**src/hdl/core_pkg.sv**
```systemverilog
package core_pkg;

    // data path widths
    localparam int XLEN       = 32;
    localparam int REG_ADDR_W = 5;
    localparam int IMM_W      = 16;
    localparam int OP_W       = 3;

    typedef logic [XLEN-1:0]       xlen_t;      // register value
    typedef logic [REG_ADDR_W-1:0] reg_addr_t;  // register index
    typedef logic [IMM_W-1:0]      imm_t;       // sign-extended in exec
    typedef logic [OP_W-1:0]       op_t;
    typedef logic [2:0]            src_fp_t;    // [2] rs1, [1] rs2, [0] rs3

    // opcodes
    localparam op_t OP_ADD     = 3'd0;  // int rd = rs1 + rs2
    localparam op_t OP_ADDI    = 3'd1;  // int rd = rs1 + sext(imm)
    localparam op_t OP_XOR     = 3'd2;  // int rd = rs1 ^ rs2
    localparam op_t OP_FSGNJ   = 3'd3;  // fp rd = |rs1| with sign of rs2
    localparam op_t OP_FSGNJX  = 3'd4;  // fp rd = |rs1| with sign1 ^ sign2
    localparam op_t OP_FSEL3   = 3'd5;  // fp rd = rs3 ? rs1 : rs2, bitwise
    localparam op_t OP_FMV_X_W = 3'd6;  // int rd = fp rs1
    localparam op_t OP_FMV_W_X = 3'd7;  // fp rd = int rs1

    // bit position of each source inside src_fp_t
    localparam int SRC_RS1 = 2;
    localparam int SRC_RS2 = 1;
    localparam int SRC_RS3 = 0;

    // source classes used by the decoder
    localparam src_fp_t SRC_INT     = 3'b000;  // all sources integer
    localparam src_fp_t SRC_FP_RS1  = 3'b100;  // only rs1 from fp file
    localparam src_fp_t SRC_FP_RS12 = 3'b110;  // sign injection
    localparam src_fp_t SRC_FP_ALL  = 3'b111;  // three-source select

endpackage

```
**src/hdl/exec_unit.sv**
```systemverilog
`timescale 1ns/1ps

module exec_unit
    import core_pkg::*;
(
    input  logic  clk,
    input  logic  rst_n,
    input  op_t   op_e,
    input  xlen_t opa_e,
    input  xlen_t opb_e,
    input  xlen_t opc_e,
    input  imm_t  imm_e,
    output xlen_t result_w
);

    xlen_t imm_ext;
    xlen_t result_e;

    assign imm_ext = {{(XLEN-IMM_W){imm_e[IMM_W-1]}}, imm_e};

    always_comb begin
        case (op_e)
            OP_ADD:     result_e = opa_e + opb_e;
            OP_ADDI:    result_e = opa_e + imm_ext;
            OP_XOR:     result_e = opa_e ^ opb_e;
            // sign injection keeps the magnitude of rs1
            OP_FSGNJ:   result_e = {opb_e[XLEN-1], opa_e[XLEN-2:0]};
            OP_FSGNJX:  result_e = {opa_e[XLEN-1] ^ opb_e[XLEN-1], opa_e[XLEN-2:0]};
            OP_FSEL3:   result_e = (opa_e & opc_e) | (opb_e & ~opc_e);  // rs3 is the mask
            OP_FMV_X_W: result_e = opa_e;   // raw bit move, fp to int
            OP_FMV_W_X: result_e = opa_e;   // int to fp
            default:    result_e = '0;
        endcase
    end

    always_ff @(posedge clk or negedge rst_n) begin
        if (!rst_n) begin
            result_w <= '0;
        end else begin
            result_w <= result_e;
        end
    end

endmodule

```
**src/hdl/forwarding_unit.sv**
```systemverilog
`timescale 1ns/1ps

module forwarding_unit
    import core_pkg::*;
(
    // from DP stage
    input  reg_addr_t rs1_dp,
    input  reg_addr_t rs2_dp,
    input  reg_addr_t rs3_dp,
    input  src_fp_t   rs_fpu_dp,

    // to DP stage
    output logic      forward_rd1_dp,
    output logic      forward_rd2_dp,
    output logic      forward_fpu_rd1_dp,
    output logic      forward_fpu_rd2_dp,
    output logic      forward_fpu_rd3_dp,

    // from E stage
    input  reg_addr_t rs1_e,
    input  reg_addr_t rs2_e,
    input  reg_addr_t rs3_e,
    input  src_fp_t   rs_fpu_e,

    // to E stage
    output logic      forward_rd1_e,
    output logic      forward_rd2_e,
    output logic      forward_fpu_rd1_e,
    output logic      forward_fpu_rd2_e,
    output logic      forward_fpu_rd3_e,

    // from W stage
    input  reg_addr_t rd_w,
    input  logic      reg_write_w,
    input  logic      fpu_reg_write_w
);

    // integer sources never take a forward on x0
    assign forward_rd1_dp = (rs1_dp == rd_w) && !rs_fpu_dp[SRC_RS1] && reg_write_w
                            && (rs1_dp != '0);
    assign forward_rd2_dp = (rs2_dp == rd_w) && !rs_fpu_dp[SRC_RS2] && reg_write_w
                            && (rs2_dp != '0);

    // fp sources, f0 is an ordinary register
    assign forward_fpu_rd1_dp = (rs1_dp == rd_w) && rs_fpu_dp[SRC_RS1] && fpu_reg_write_w;
    assign forward_fpu_rd2_dp = (rs2_dp == rd_w) && rs_fpu_dp[SRC_RS2] && fpu_reg_write_w;
    assign forward_fpu_rd3_dp = (rs3_dp == rd_w) && rs_fpu_dp[SRC_RS3] && fpu_reg_write_w;

    // same rules one stage later
    assign forward_rd1_e = (rs1_e == rd_w) && !rs_fpu_e[SRC_RS1] && reg_write_w
                           && (rs1_e != '0);
    assign forward_rd2_e = (rs2_e == rd_w) && !rs_fpu_e[SRC_RS2] && reg_write_w
                           && (rs2_e != '0);

    assign forward_fpu_rd1_e = (rs1_e == rd_w) && rs_fpu_e[SRC_RS1] && fpu_reg_write_w;
    assign forward_fpu_rd2_e = (rs2_e == rd_w) && rs_fpu_e[SRC_RS2] && fpu_reg_write_w;
    assign forward_fpu_rd3_e = (rs3_e == rd_w) && rs_fpu_e[SRC_RS3] && fpu_reg_write_w;

endmodule

```
**src/hdl/operand_core_top.sv**
```systemverilog
`timescale 1ns/1ps

module operand_core_top
    import core_pkg::*;
#(
    parameter int NUM_REGS = 32
) (
    input  logic      clk,
    input  logic      rst_n,

    input  logic      in_valid,
    input  op_t       in_op,
    input  reg_addr_t in_rs1,
    input  reg_addr_t in_rs2,
    input  reg_addr_t in_rs3,
    input  reg_addr_t in_rd,
    input  imm_t      in_imm,

    output logic      result_valid,
    output reg_addr_t result_rd,
    output logic      result_fp,
    output xlen_t     result_data
);

    reg_addr_t rs1_dp, rs2_dp, rs3_dp, rs1_e, rs2_e, rs3_e, rd_w;
    src_fp_t   rs_fpu_dp, rs_fpu_e;
    imm_t      imm_dp, imm_e;
    op_t       op_e;
    logic      reg_write_w, fpu_reg_write_w, valid_w;
    logic      fwd_rd1_dp, fwd_rd2_dp, fwd_fpu_rd1_dp, fwd_fpu_rd2_dp, fwd_fpu_rd3_dp;
    logic      fwd_rd1_e, fwd_rd2_e, fwd_fpu_rd1_e, fwd_fpu_rd2_e, fwd_fpu_rd3_e;
    xlen_t     opa_e, opb_e, opc_e, result_w;
    reg_addr_t int_raddr [2];
    reg_addr_t fp_raddr [3];
    xlen_t     int_rdata [2];
    xlen_t     fp_rdata [3];

    // both files are addressed from DP
    assign int_raddr[0] = rs1_dp;
    assign int_raddr[1] = rs2_dp;
    assign fp_raddr[0]  = rs1_dp;
    assign fp_raddr[1]  = rs2_dp;
    assign fp_raddr[2]  = rs3_dp;

    pipeline_control u_ctrl (
        .clk, .rst_n, .in_valid, .in_op, .in_rs1, .in_rs2, .in_rs3, .in_rd, .in_imm,
        .rs1_dp, .rs2_dp, .rs3_dp, .rs_fpu_dp, .imm_dp,
        .rs1_e, .rs2_e, .rs3_e, .rs_fpu_e, .op_e,
        .rd_w, .reg_write_w, .fpu_reg_write_w, .valid_w
    );

    register_file #(.NUM_REGS(NUM_REGS), .NUM_READ(2), .ZERO_REG(1'b1)) int_rf (
        .clk, .rst_n, .we(reg_write_w), .waddr(rd_w), .wdata(result_w),
        .raddr(int_raddr), .rdata(int_rdata)
    );

    register_file #(.NUM_REGS(NUM_REGS), .NUM_READ(3), .ZERO_REG(1'b0)) fp_rf (
        .clk, .rst_n, .we(fpu_reg_write_w), .waddr(rd_w), .wdata(result_w),
        .raddr(fp_raddr), .rdata(fp_rdata)
    );

    forwarding_unit u_fwd (
        .rs1_dp, .rs2_dp, .rs3_dp, .rs_fpu_dp,
        .forward_rd1_dp(fwd_rd1_dp), .forward_rd2_dp(fwd_rd2_dp),
        .forward_fpu_rd1_dp(fwd_fpu_rd1_dp), .forward_fpu_rd2_dp(fwd_fpu_rd2_dp),
        .forward_fpu_rd3_dp(fwd_fpu_rd3_dp),
        .rs1_e, .rs2_e, .rs3_e, .rs_fpu_e,
        .forward_rd1_e(fwd_rd1_e), .forward_rd2_e(fwd_rd2_e),
        .forward_fpu_rd1_e(fwd_fpu_rd1_e), .forward_fpu_rd2_e(fwd_fpu_rd2_e),
        .forward_fpu_rd3_e(fwd_fpu_rd3_e),
        .rd_w, .reg_write_w, .fpu_reg_write_w
    );

    operand_pipe u_opnd (
        .clk, .rst_n, .rf_int_rdata(int_rdata), .rf_fp_rdata(fp_rdata), .rs_fpu_dp,
        .forward_rd1_dp(fwd_rd1_dp), .forward_rd2_dp(fwd_rd2_dp),
        .forward_fpu_rd1_dp(fwd_fpu_rd1_dp), .forward_fpu_rd2_dp(fwd_fpu_rd2_dp),
        .forward_fpu_rd3_dp(fwd_fpu_rd3_dp),
        .forward_rd1_e(fwd_rd1_e), .forward_rd2_e(fwd_rd2_e),
        .forward_fpu_rd1_e(fwd_fpu_rd1_e), .forward_fpu_rd2_e(fwd_fpu_rd2_e),
        .forward_fpu_rd3_e(fwd_fpu_rd3_e),
        .imm_dp, .result_w, .opa_e, .opb_e, .opc_e, .imm_e
    );

    exec_unit u_exec (
        .clk, .rst_n, .op_e, .opa_e, .opb_e, .opc_e, .imm_e, .result_w
    );

    assign result_valid = valid_w;
    assign result_rd    = rd_w;
    assign result_fp    = fpu_reg_write_w;
    assign result_data  = result_w;

endmodule

```
**src/hdl/operand_pipe.sv**
```systemverilog
`timescale 1ns/1ps

module operand_pipe
    import core_pkg::*;
(
    input  logic    clk,
    input  logic    rst_n,

    // register file read data for the DP sources
    input  xlen_t   rf_int_rdata [2],
    input  xlen_t   rf_fp_rdata [3],
    input  src_fp_t rs_fpu_dp,

    // DP forward selects
    input  logic    forward_rd1_dp,
    input  logic    forward_rd2_dp,
    input  logic    forward_fpu_rd1_dp,
    input  logic    forward_fpu_rd2_dp,
    input  logic    forward_fpu_rd3_dp,

    // E forward selects
    input  logic    forward_rd1_e,
    input  logic    forward_rd2_e,
    input  logic    forward_fpu_rd1_e,
    input  logic    forward_fpu_rd2_e,
    input  logic    forward_fpu_rd3_e,

    input  imm_t    imm_dp,
    input  xlen_t   result_w,     // W result, the forward source

    output xlen_t   opa_e,
    output xlen_t   opb_e,
    output xlen_t   opc_e,
    output imm_t    imm_e
);

    xlen_t opa_dp, opb_dp, opc_dp;   // DP operands after forwarding
    xlen_t opa_q, opb_q, opc_q;      // E operand registers

    // pick the file by source class, then the DP forward
    always_comb begin
        opa_dp = rs_fpu_dp[SRC_RS1] ? rf_fp_rdata[0] : rf_int_rdata[0];
        opb_dp = rs_fpu_dp[SRC_RS2] ? rf_fp_rdata[1] : rf_int_rdata[1];
        opc_dp = rf_fp_rdata[2];      // rs3 exists only in the fp file
        if (forward_rd1_dp || forward_fpu_rd1_dp) opa_dp = result_w;
        if (forward_rd2_dp || forward_fpu_rd2_dp) opb_dp = result_w;
        if (forward_fpu_rd3_dp) opc_dp = result_w;
    end

    always_ff @(posedge clk or negedge rst_n) begin
        if (!rst_n) begin
            opa_q <= '0;
            opb_q <= '0;
            opc_q <= '0;
            imm_e <= '0;
        end else begin
            opa_q <= opa_dp;
            opb_q <= opb_dp;
            opc_q <= opc_dp;
            imm_e <= imm_dp;
        end
    end

    // the instruction now in W was in E while these were read
    assign opa_e = (forward_rd1_e || forward_fpu_rd1_e) ? result_w : opa_q;
    assign opb_e = (forward_rd2_e || forward_fpu_rd2_e) ? result_w : opb_q;
    assign opc_e = forward_fpu_rd3_e ? result_w : opc_q;

endmodule

```
**src/hdl/pipeline_control.sv**
```systemverilog
`timescale 1ns/1ps

module pipeline_control
    import core_pkg::*;
(
    input  logic      clk,
    input  logic      rst_n,

    // instruction strobe
    input  logic      in_valid,
    input  op_t       in_op,
    input  reg_addr_t in_rs1,
    input  reg_addr_t in_rs2,
    input  reg_addr_t in_rs3,
    input  reg_addr_t in_rd,
    input  imm_t      in_imm,

    // DP stage
    output reg_addr_t rs1_dp,
    output reg_addr_t rs2_dp,
    output reg_addr_t rs3_dp,
    output src_fp_t   rs_fpu_dp,
    output imm_t      imm_dp,

    // E stage
    output reg_addr_t rs1_e,
    output reg_addr_t rs2_e,
    output reg_addr_t rs3_e,
    output src_fp_t   rs_fpu_e,
    output op_t       op_e,

    // W stage
    output reg_addr_t rd_w,
    output logic      reg_write_w,
    output logic      fpu_reg_write_w,
    output logic      valid_w
);

    logic      valid_dp, valid_e;
    op_t       op_dp;
    reg_addr_t rd_dp, rd_e;
    logic      dst_int_w;  // destination classes in W
    logic      dst_fp_w;

    function automatic src_fp_t src_class(op_t op);
        case (op)
            OP_FSGNJ, OP_FSGNJX: return SRC_FP_RS12;
            OP_FSEL3:            return SRC_FP_ALL;
            OP_FMV_X_W:          return SRC_FP_RS1;
            default:             return SRC_INT;
        endcase
    endfunction

    function automatic logic dst_is_int(op_t op);
        return (op == OP_ADD) || (op == OP_ADDI) || (op == OP_XOR)
               || (op == OP_FMV_X_W);
    endfunction

    function automatic logic dst_is_fp(op_t op);
        return (op == OP_FSGNJ) || (op == OP_FSGNJX) || (op == OP_FSEL3)
               || (op == OP_FMV_W_X);
    endfunction

    assign rs_fpu_dp = src_class(op_dp);

    always_ff @(posedge clk or negedge rst_n) begin
        if (!rst_n) begin
            valid_dp  <= 1'b0;
            valid_e   <= 1'b0;
            valid_w   <= 1'b0;
            op_dp     <= OP_ADD;
            rs1_dp    <= '0;
            rs2_dp    <= '0;
            rs3_dp    <= '0;
            rd_dp     <= '0;
            imm_dp    <= '0;
            rs1_e     <= '0;
            rs2_e     <= '0;
            rs3_e     <= '0;
            rd_e      <= '0;
            rs_fpu_e  <= SRC_INT;
            op_e      <= OP_ADD;
            rd_w      <= '0;
            dst_int_w <= 1'b0;
            dst_fp_w  <= 1'b0;
        end else begin
            valid_dp <= in_valid;
            valid_e  <= valid_dp;
            valid_w  <= valid_e;
            if (in_valid) begin   // DP holds its fields through a gap
                op_dp  <= in_op;
                rs1_dp <= in_rs1;
                rs2_dp <= in_rs2;
                rs3_dp <= in_rs3;
                rd_dp  <= in_rd;
                imm_dp <= in_imm;
            end
            rs1_e     <= rs1_dp;
            rs2_e     <= rs2_dp;
            rs3_e     <= rs3_dp;
            rd_e      <= rd_dp;
            rs_fpu_e  <= rs_fpu_dp;
            op_e      <= op_dp;
            rd_w      <= rd_e;
            dst_int_w <= dst_is_int(op_e);
            dst_fp_w  <= dst_is_fp(op_e);
        end
    end

    // only a live W instruction may write
    assign reg_write_w     = valid_w && dst_int_w;
    assign fpu_reg_write_w = valid_w && dst_fp_w;

    a_one_file: assert property (@(posedge clk) disable iff (!rst_n)
        !(reg_write_w && fpu_reg_write_w));

    // strobe to W is exactly three edges, in both directions
    a_valid_lat: assert property (@(posedge clk) disable iff (!rst_n)
        in_valid |-> ##3 valid_w);
    a_valid_src: assert property (@(posedge clk) disable iff (!rst_n)
        valid_w |-> $past(in_valid, 3));

endmodule

```
**src/hdl/register_file.sv**
```systemverilog
`timescale 1ns/1ps

module register_file
    import core_pkg::*;
#(
    parameter int NUM_REGS = 32,
    parameter int NUM_READ = 2,
    parameter bit ZERO_REG = 1'b1    // x0 hard-wired to zero
) (
    input  logic      clk,
    input  logic      rst_n,

    // write port, driven from W
    input  logic      we,
    input  reg_addr_t waddr,
    input  xlen_t     wdata,

    // combinational read ports, addressed from DP
    input  reg_addr_t raddr [NUM_READ],
    output xlen_t     rdata [NUM_READ]
);

    xlen_t regs [NUM_REGS];
    logic  wr_blocked;   // write to the hard-wired zero register

    assign wr_blocked = ZERO_REG && (waddr == '0);

    always_ff @(posedge clk or negedge rst_n) begin
        if (!rst_n) begin
            for (int r = 0; r < NUM_REGS; r++) begin
                regs[r] <= '0;
            end
        end else if (we && !wr_blocked) begin
            regs[waddr] <= wdata;
        end
    end

    always_comb begin
        for (int i = 0; i < NUM_READ; i++) begin
            if (ZERO_REG && (raddr[i] == '0)) begin
                rdata[i] = '0;
            end else begin
                rdata[i] = regs[raddr[i]];
            end
        end
    end

    // a write must hit a defined register
    a_waddr_known: assert property (@(posedge clk) disable iff (!rst_n)
        we |-> !$isunknown(waddr));

endmodule

```
**config.mk**
```make
export PLATFORM = sky130hd
export DESIGN_NAME = operand_core_top
export DESIGN_NICKNAME = d
export VERILOG_FILES = /design/src/hdl/core_pkg.sv /design/src/hdl/exec_unit.sv /design/src/hdl/forwarding_unit.sv /design/src/hdl/operand_core_top.sv /design/src/hdl/operand_pipe.sv /design/src/hdl/pipeline_control.sv /design/src/hdl/register_file.sv
export SDC_FILE = /design/constraint.sdc
export NUM_CORES = 2
export LEC_CHECK = 0
export BUFFER_PORTS_ARGS = -buffer_cell sky130_fd_sc_hd__buf_2
export CAP_MARGIN = 30
export CORE_MARGIN = 2
export CORE_UTILIZATION = 45
export CTS_CLUSTER_DIAMETER = 60
export CTS_CLUSTER_SIZE = 12
export DETAILED_ROUTE_END_ITERATION = 12
export PLACE_DENSITY = 0.65
export REMOVE_ABC_BUFFERS = 1
export SYNTH_ARGS = -nofsm -noshare
export SYNTH_HDL_FRONTEND = slang
export SYNTH_SLANG_ARGS = --single-unit
```
**constraint.sdc**
```tcl
create_clock -name clk -period 9.17 [get_ports clk]
set_clock_uncertainty 0.1 [all_clocks]
set_input_delay 0.917 -clock clk [delete_from_list [all_inputs] [get_ports clk]]
set_output_delay 0.917 -clock clk [all_outputs]
set_load 0.05 [all_outputs]
```
Word-level counts from Yosys, hierarchy flattened:

Index checks and enable logic that the tools add are counted.
W data, S select, Z words.

* output and inout port bits: 39
* memories kept: 0
* input bits: 42
* RAM bits: 0
* register bits: 2267
* logic and storage cells: 205
* bits in read-only memories: 0
* bits in latches: 0

* add/sub/neg operators: 2
* order comparisons: 5
* shift operators: 0
* div/mod/pow operators: 0
* reduce and logical (&&, ||, !) cells: 53
* multiply operators: 0
* multiplexer cells: 31
* bitwise logic cells: 10
* equal/unequal tests: 17

Operators by type and width (number)
* $bwmux W1024: 2
* $bmux W32 S5: 5
* $mux W32: 21
* $pmux W32 S7: 1
* $demux W32 S5: 1
* $add A32 B32 Y32: 2
* $and A32 B32 Y32: 2
* $not A32 Y32: 1
* $or A32 B32 Y32: 1
* $xor A32 B32 Y32: 1
* $eq A5 B5 Y1: 6
* $logic_and A1 B1 Y1: 28
* $ge A6 B6 Y1 const B: 4
* $not A5 Y6: 4
* $eq A3 B3 Y1 const B: 7
* $reduce_bool A5 Y1: 4
* $logic_not A5 Y1: 3
* $logic_or A1 B1 Y1: 10
* $eq A3 B2 Y1 const B: 3
* $pmux W3 S3: 1
* $lt A6 B1 Y1 const B: 1
* $logic_not A1 Y1: 5
* $reduce_or A2 Y1: 2
* $eq A3 B1 Y1 const B: 1
* other kinds (2): 2

Depth between registers and ports, before layout:

* depth after elaboration: 9
* mapped depth: 19
* depth with buffers taken out: 16

Modules after synthesis:

Synthesis repeated with hierarchy kept, for this count alone.

* cell total of the unflattened synthesis: 10747
* area total of the unflattened synthesis: 133175.2 µm²

By module, submodules not included
* register_file (fp_rf): area an instance 64998.6 µm², cells an instance 5763, sequential area each 25624.6 µm², instances 1
* register_file (int_rf): area an instance 54369.6 µm², cells an instance 3619, sequential area each 25624.6 µm², instances 1
* operand_pipe: area an instance 5935.7 µm², cells an instance 476, sequential area each 2802.7 µm², instances 1
* exec_unit: area an instance 4869.7 µm², cells an instance 691, sequential area each 800.8 µm², instances 1
* pipeline_control: area an instance 2453.6 µm², cells an instance 126, sequential area each 1876.8 µm², instances 1
* forwarding_unit: area an instance 548.0 µm², cells an instance 72, sequential area each 0.0 µm², instances 1

Worst setup path after synthesis:

No wires, ideal clock.

* path kind: register -> register
* from: reg u_ctrl.rd_w[4]
* to: reg u_exec.result_w[28]
* arrival: 4.747 ns
* required time: 8.932 ns
* path slack: 4.185 ns
* stages on the path, launching flop included: 19
* buffers on the path: 2
* period minus slack after synthesis: 4.985 ns
* library setup time: 0.138 ns
* cells stage by stage: dfrtp_1 buf_2 xnor2_1 nand4_1 a211oi_2 clkbuf_1 mux2i_1 inv_1 ha_1 fa_1 a211oi_1 o21a_1 nor4_1 o21ai_0 a31oi_1 a2111oi_0 o21ai_1 xnor2_1 o211ai_1

* cells in the longest elaborated chain, start to end: 9
* elaborated cells between the ends (all ways): 28
* classes of those cells: add/sub (2); eq/ne (3); mux (4); bitwise (5); reduce/logical (14)

Ends and longest elaborated chain
* start, declared: line pipeline_control.sv:33 `output reg_addr_t rd_w,`
* start signal, assigned: line pipeline_control.sv:104 `rd_w <= rd_e;`
* branches (longest 8 deep; another with $add A32 B32 Y32)
* $pmux W32 S7 (*): line exec_unit.sv:22 `case (op_e)`
* net u_exec.result_e[28]: line exec_unit.sv:17 `xlen_t result_e;`
* end signal, assigned: line exec_unit.sv:40 `result_w <= result_e;`
* end, declared: line exec_unit.sv:13 `output xlen_t result_w`

Mark *: on every way through the listed nets, which the timed path passes.
A chain may end at the register's enable or synchronous reset.

Final worst setup path:

Same ends and word-level chain as after synthesis.

==> results.md <==
* Critical Path AT at 6480 ps
* Pleak at 62.1 nW
* Tightest Pin Transition at 1140 ps
* Top FF cell, synth: dfrtp_1
* Slew margin rel. at 0.237
* Slew Limit Fails at 0
* Final cell utilization of the core at 0.492
* Starting Density at 0.452
* Synth Cell Area at 128000 um^2
* Clock slew at reported path FFs at 60 ps
* Synth area leaders: dfrtp_1, mux4_2, mux2_2, clkbuf_1, mux2i_1
* Yosys warns at 0
* Synth area leader: dfrtp_1
* First-pass GRT wire length at just under 600000 um
* CTS Buf Count at 225
* Worst Slack Setup Final at 3330 ps
* Initial antenna violation count at 19
* Crit-path slowest cell: dfrtp_1
* Biggest cell delay along the critical path at 920 ps
* FF-to-FF Start: u_ctrl.rd_w[4]
* ANT nets after route at 0
* Asr flop ratio synth at 1.00
* Status: completed
* Reg2Reg Setup Slack at 3330 ps
* CTS root buffer: clkbuf_16
* Max cap viols at 0
* Fillers at 23500
* Cell variety after synth at 67
* Setup CP Type: flop to flop
* Layout area overhead at 8.76%
* Dpl hpwl at ~230000 um
* Worst-path maximum fanout at 35
* Final hold vios at 0
* Dpl ws at 3460 ps
* Post-CTS sizing at 0
* Wire length per cell at 35.8 um
* Share of the synthesized area in the top cell type at 0.445
* I/O pins at 81
* Crit path required time at around 10000 ps
* DRC Markers at 0
* Layout cells sized above 1 at 0.578
* CP startpoint kind: flop
* R2R depth at 17
* Storage cell area at 56800 um^2
* Number of vias per cell at 6.90
* Setup Fix Bufs, Post-CTS at 0
* RePlAce Congestion at 0.908
* Die Ht at 536 um
* Tcrit/Tclk final at 0.637
* PortBufs at 80
* Fmax at 171 MHz
* Hold WC Path Type: input pin to flop
* CTS tree: done
* Largest net degree at the start of global routing at between 150 and 200
* Iteration-0 DRC Markers at 8662
* Congestion Overflow GR at 0
* GRT Total Usage at 0.287
* VDD IR max at 152 uV
* 1st-pass router iterations at 5
* EDFF count, synth at 0
* Most numerous cell on the critical path: xnor2_1
* Die Width at 536 um
* Total Die Area at 288000 um^2
* Clock Latency Late Sink at between 800 and 900 ps
* Most frequent cell after synthesis: dfrtp_1
* Hold worst-path end: u_ctrl.rs3_dp[3]
* Vias in the first global route at 82600
* Core ar. at 282000 um^2
* RSZ-0062 raised after global routing: no
* Detailed-route via count at 79000
* Longest Clk Path Bufs at 4
* CP Capture Type: flop
* Syn avg cell area at about 16 um^2
* HP Start: in_rs3[3]
* R2r endpoint: u_exec.result_w[28]
* Cell Rows at 195
* H-Tree Depth at 4
* Fin nets at 7704
* Clk sinks at 2267
* Sequential area share after synthesis at 0.445
* Synth top cells by count: dfrtp_1, mux2_2, mux4_2
* Drt total wl at 410000 um
* Area of the multi-input gates at 67800 um^2
* Worst hold path depth at 2
* Crit-path cells: xnor2_1, nand4_1, a211oi_4, buf_4, mux2i_1, inv_1, ha_1, fa_1, a211oi_1, o21a_1, nor4_1, o21ai_0, a31oi_1, a2111oi_0, o21ai_1, xnor2_1, o211ai_1
* Synth Register Bits at 2267
* Cells after Synth at 7997
* Power per Cell Area at 181 nW/um^2
* Endpoints failing setup at 0
* Hold Buf Count CTS at 1
* Final min period at ~6000 ps
==> cells by family after synthesis <==
| kind of cell | after synthesis | synth area share |
|---|---|---|
| mux | 3979 | 0.490 |
| flops | 2267 | 0.445 |
| buf+inv | 935 | 0.0278 |
| simple gates | 368 | 0.0129 |
| compound gates | 357 | 0.0176 |
| xor+xnor | 59 | 0.00405 |
| fa+ha+maj | 32 | 0.00320 |
==> how the worst max path moves through the flow <==
stage,startpoint,endpoint,slack [ps],depth (start not counted)
finish,u_ctrl.rd_w[4],u_exec.result_w[28],3330,17
detailed placement,u_ctrl.rd_w[4],u_exec.result_w[28],3460,17
floorplan,u_ctrl.rs1_dp[0],u_opnd.opa_q[31],-14840,6
CTS,u_ctrl.rd_w[4],u_exec.result_w[28],3440,17
global placement,u_ctrl.rd_w[4],u_exec.result_w[28],3390,17
global route,u_ctrl.rd_w[4],u_exec.result_w[28],3100,17
==> flip-flops by register name, indices dropped and copies added (netlist names), 5 cells and up <==
name,cells
u_ctrl.rs1_dp,5
u_ctrl.rs3_dp,5
u_ctrl.rs2_e,5
u_exec.result_w,32
u_opnd.imm_e,16
u_opnd.opc_q,32
fp_rf.regs,1024
u_ctrl.rd_w,5
u_opnd.opa_q,32
u_ctrl.rd_e,5
u_ctrl.rs1_e,5
int_rf.regs,1024
u_ctrl.rs3_e,5
u_ctrl.rd_dp,5
u_ctrl.imm_dp,16
u_opnd.opb_q,32
u_ctrl.rs2_dp,5
==> layer usage <==
layer	global-route usage	vias up	part of all wire
met5	0	-	0.00022
met4	0.118	8	0.046
met3	0.0659	976	0.092
met2	0.437	3795	0.46
met1	0.398	43400	0.40
li1	-	30800	-
==> cell type report <==
| class | count | area share |
|---|---|---|
| clock inverters | 25 | 0.00272 |
| repair buffers | 322 | 0.0219 |
| well taps | 3743 | 0.0338 |
| diodes | 11 | 0.000198 |
| flip-flops and latches | 2267 | 0.410 |
| clock buffers | 256 | 0.0424 |
| inverters | 19 | 0.000514 |
| multi-input cells | 4795 | 0.489 |
==> cell usage in the layout, fill, tap and decap left out, types with 20 or more instances in the layout <==
master	n
nor3_1	29
nor2_4	27
xor2_1	28
dfrtp_2	34
nand2_4	23
ha_1	31
o22ai_1	65
nor2_1	80
dfrtp_1	2218
o21ai_0	50
mux2i_1	240
o211ai_1	21
a21oi_1	115
buf_12	38
clkbuf_1	20
nand2_1	121
buf_4	186
mux4_2	1594
mux2_2	2133
buf_2	79
a22o_1	22
clkbuf_16	227
xnor2_1	30
==> critical path, delay by kind of cell (launching register included) <==
family	cells	cell delay (ps)
flops	1	920
buf+inv	2	660
simple gates	2	280
compound gates	8	2110
xor+xnor	2	410
mux	1	380
fa+ha+maj	2	790
==> stage by stage <==
step | total power, mW | instance area (um^2) | hold slack, ps | TNS, ps | std cells
finish | 25.1 | 139000 | 151 | 0 | 11400
floorplan | 15.2 | 124000 | 231 | -1091850 | 7081
detailed placement | 16.5 | 132000 | 236 | 0 | 11100
global route | 25.9 | 139000 | 124 | 0 | 11400
CTS | 25.2 | 138000 | 90.6 | 0 | 11400
global placement | 16.4 | 132000 | 239 | 0 | 11100
==> power breakdown <==
| group | total (mW) | leakage [nW] | internal (mW) | switching, mW |
|---|---|---|---|---|
| registers | 11.5 | 31.2 | 10.7 | 0.778 |
| logic | 4.90 | 27.8 | 2.15 | 2.75 |
| clock network | 8.66 | 3.06 | 4.69 | 3.97 |
(Power assumes the default switching activity.)
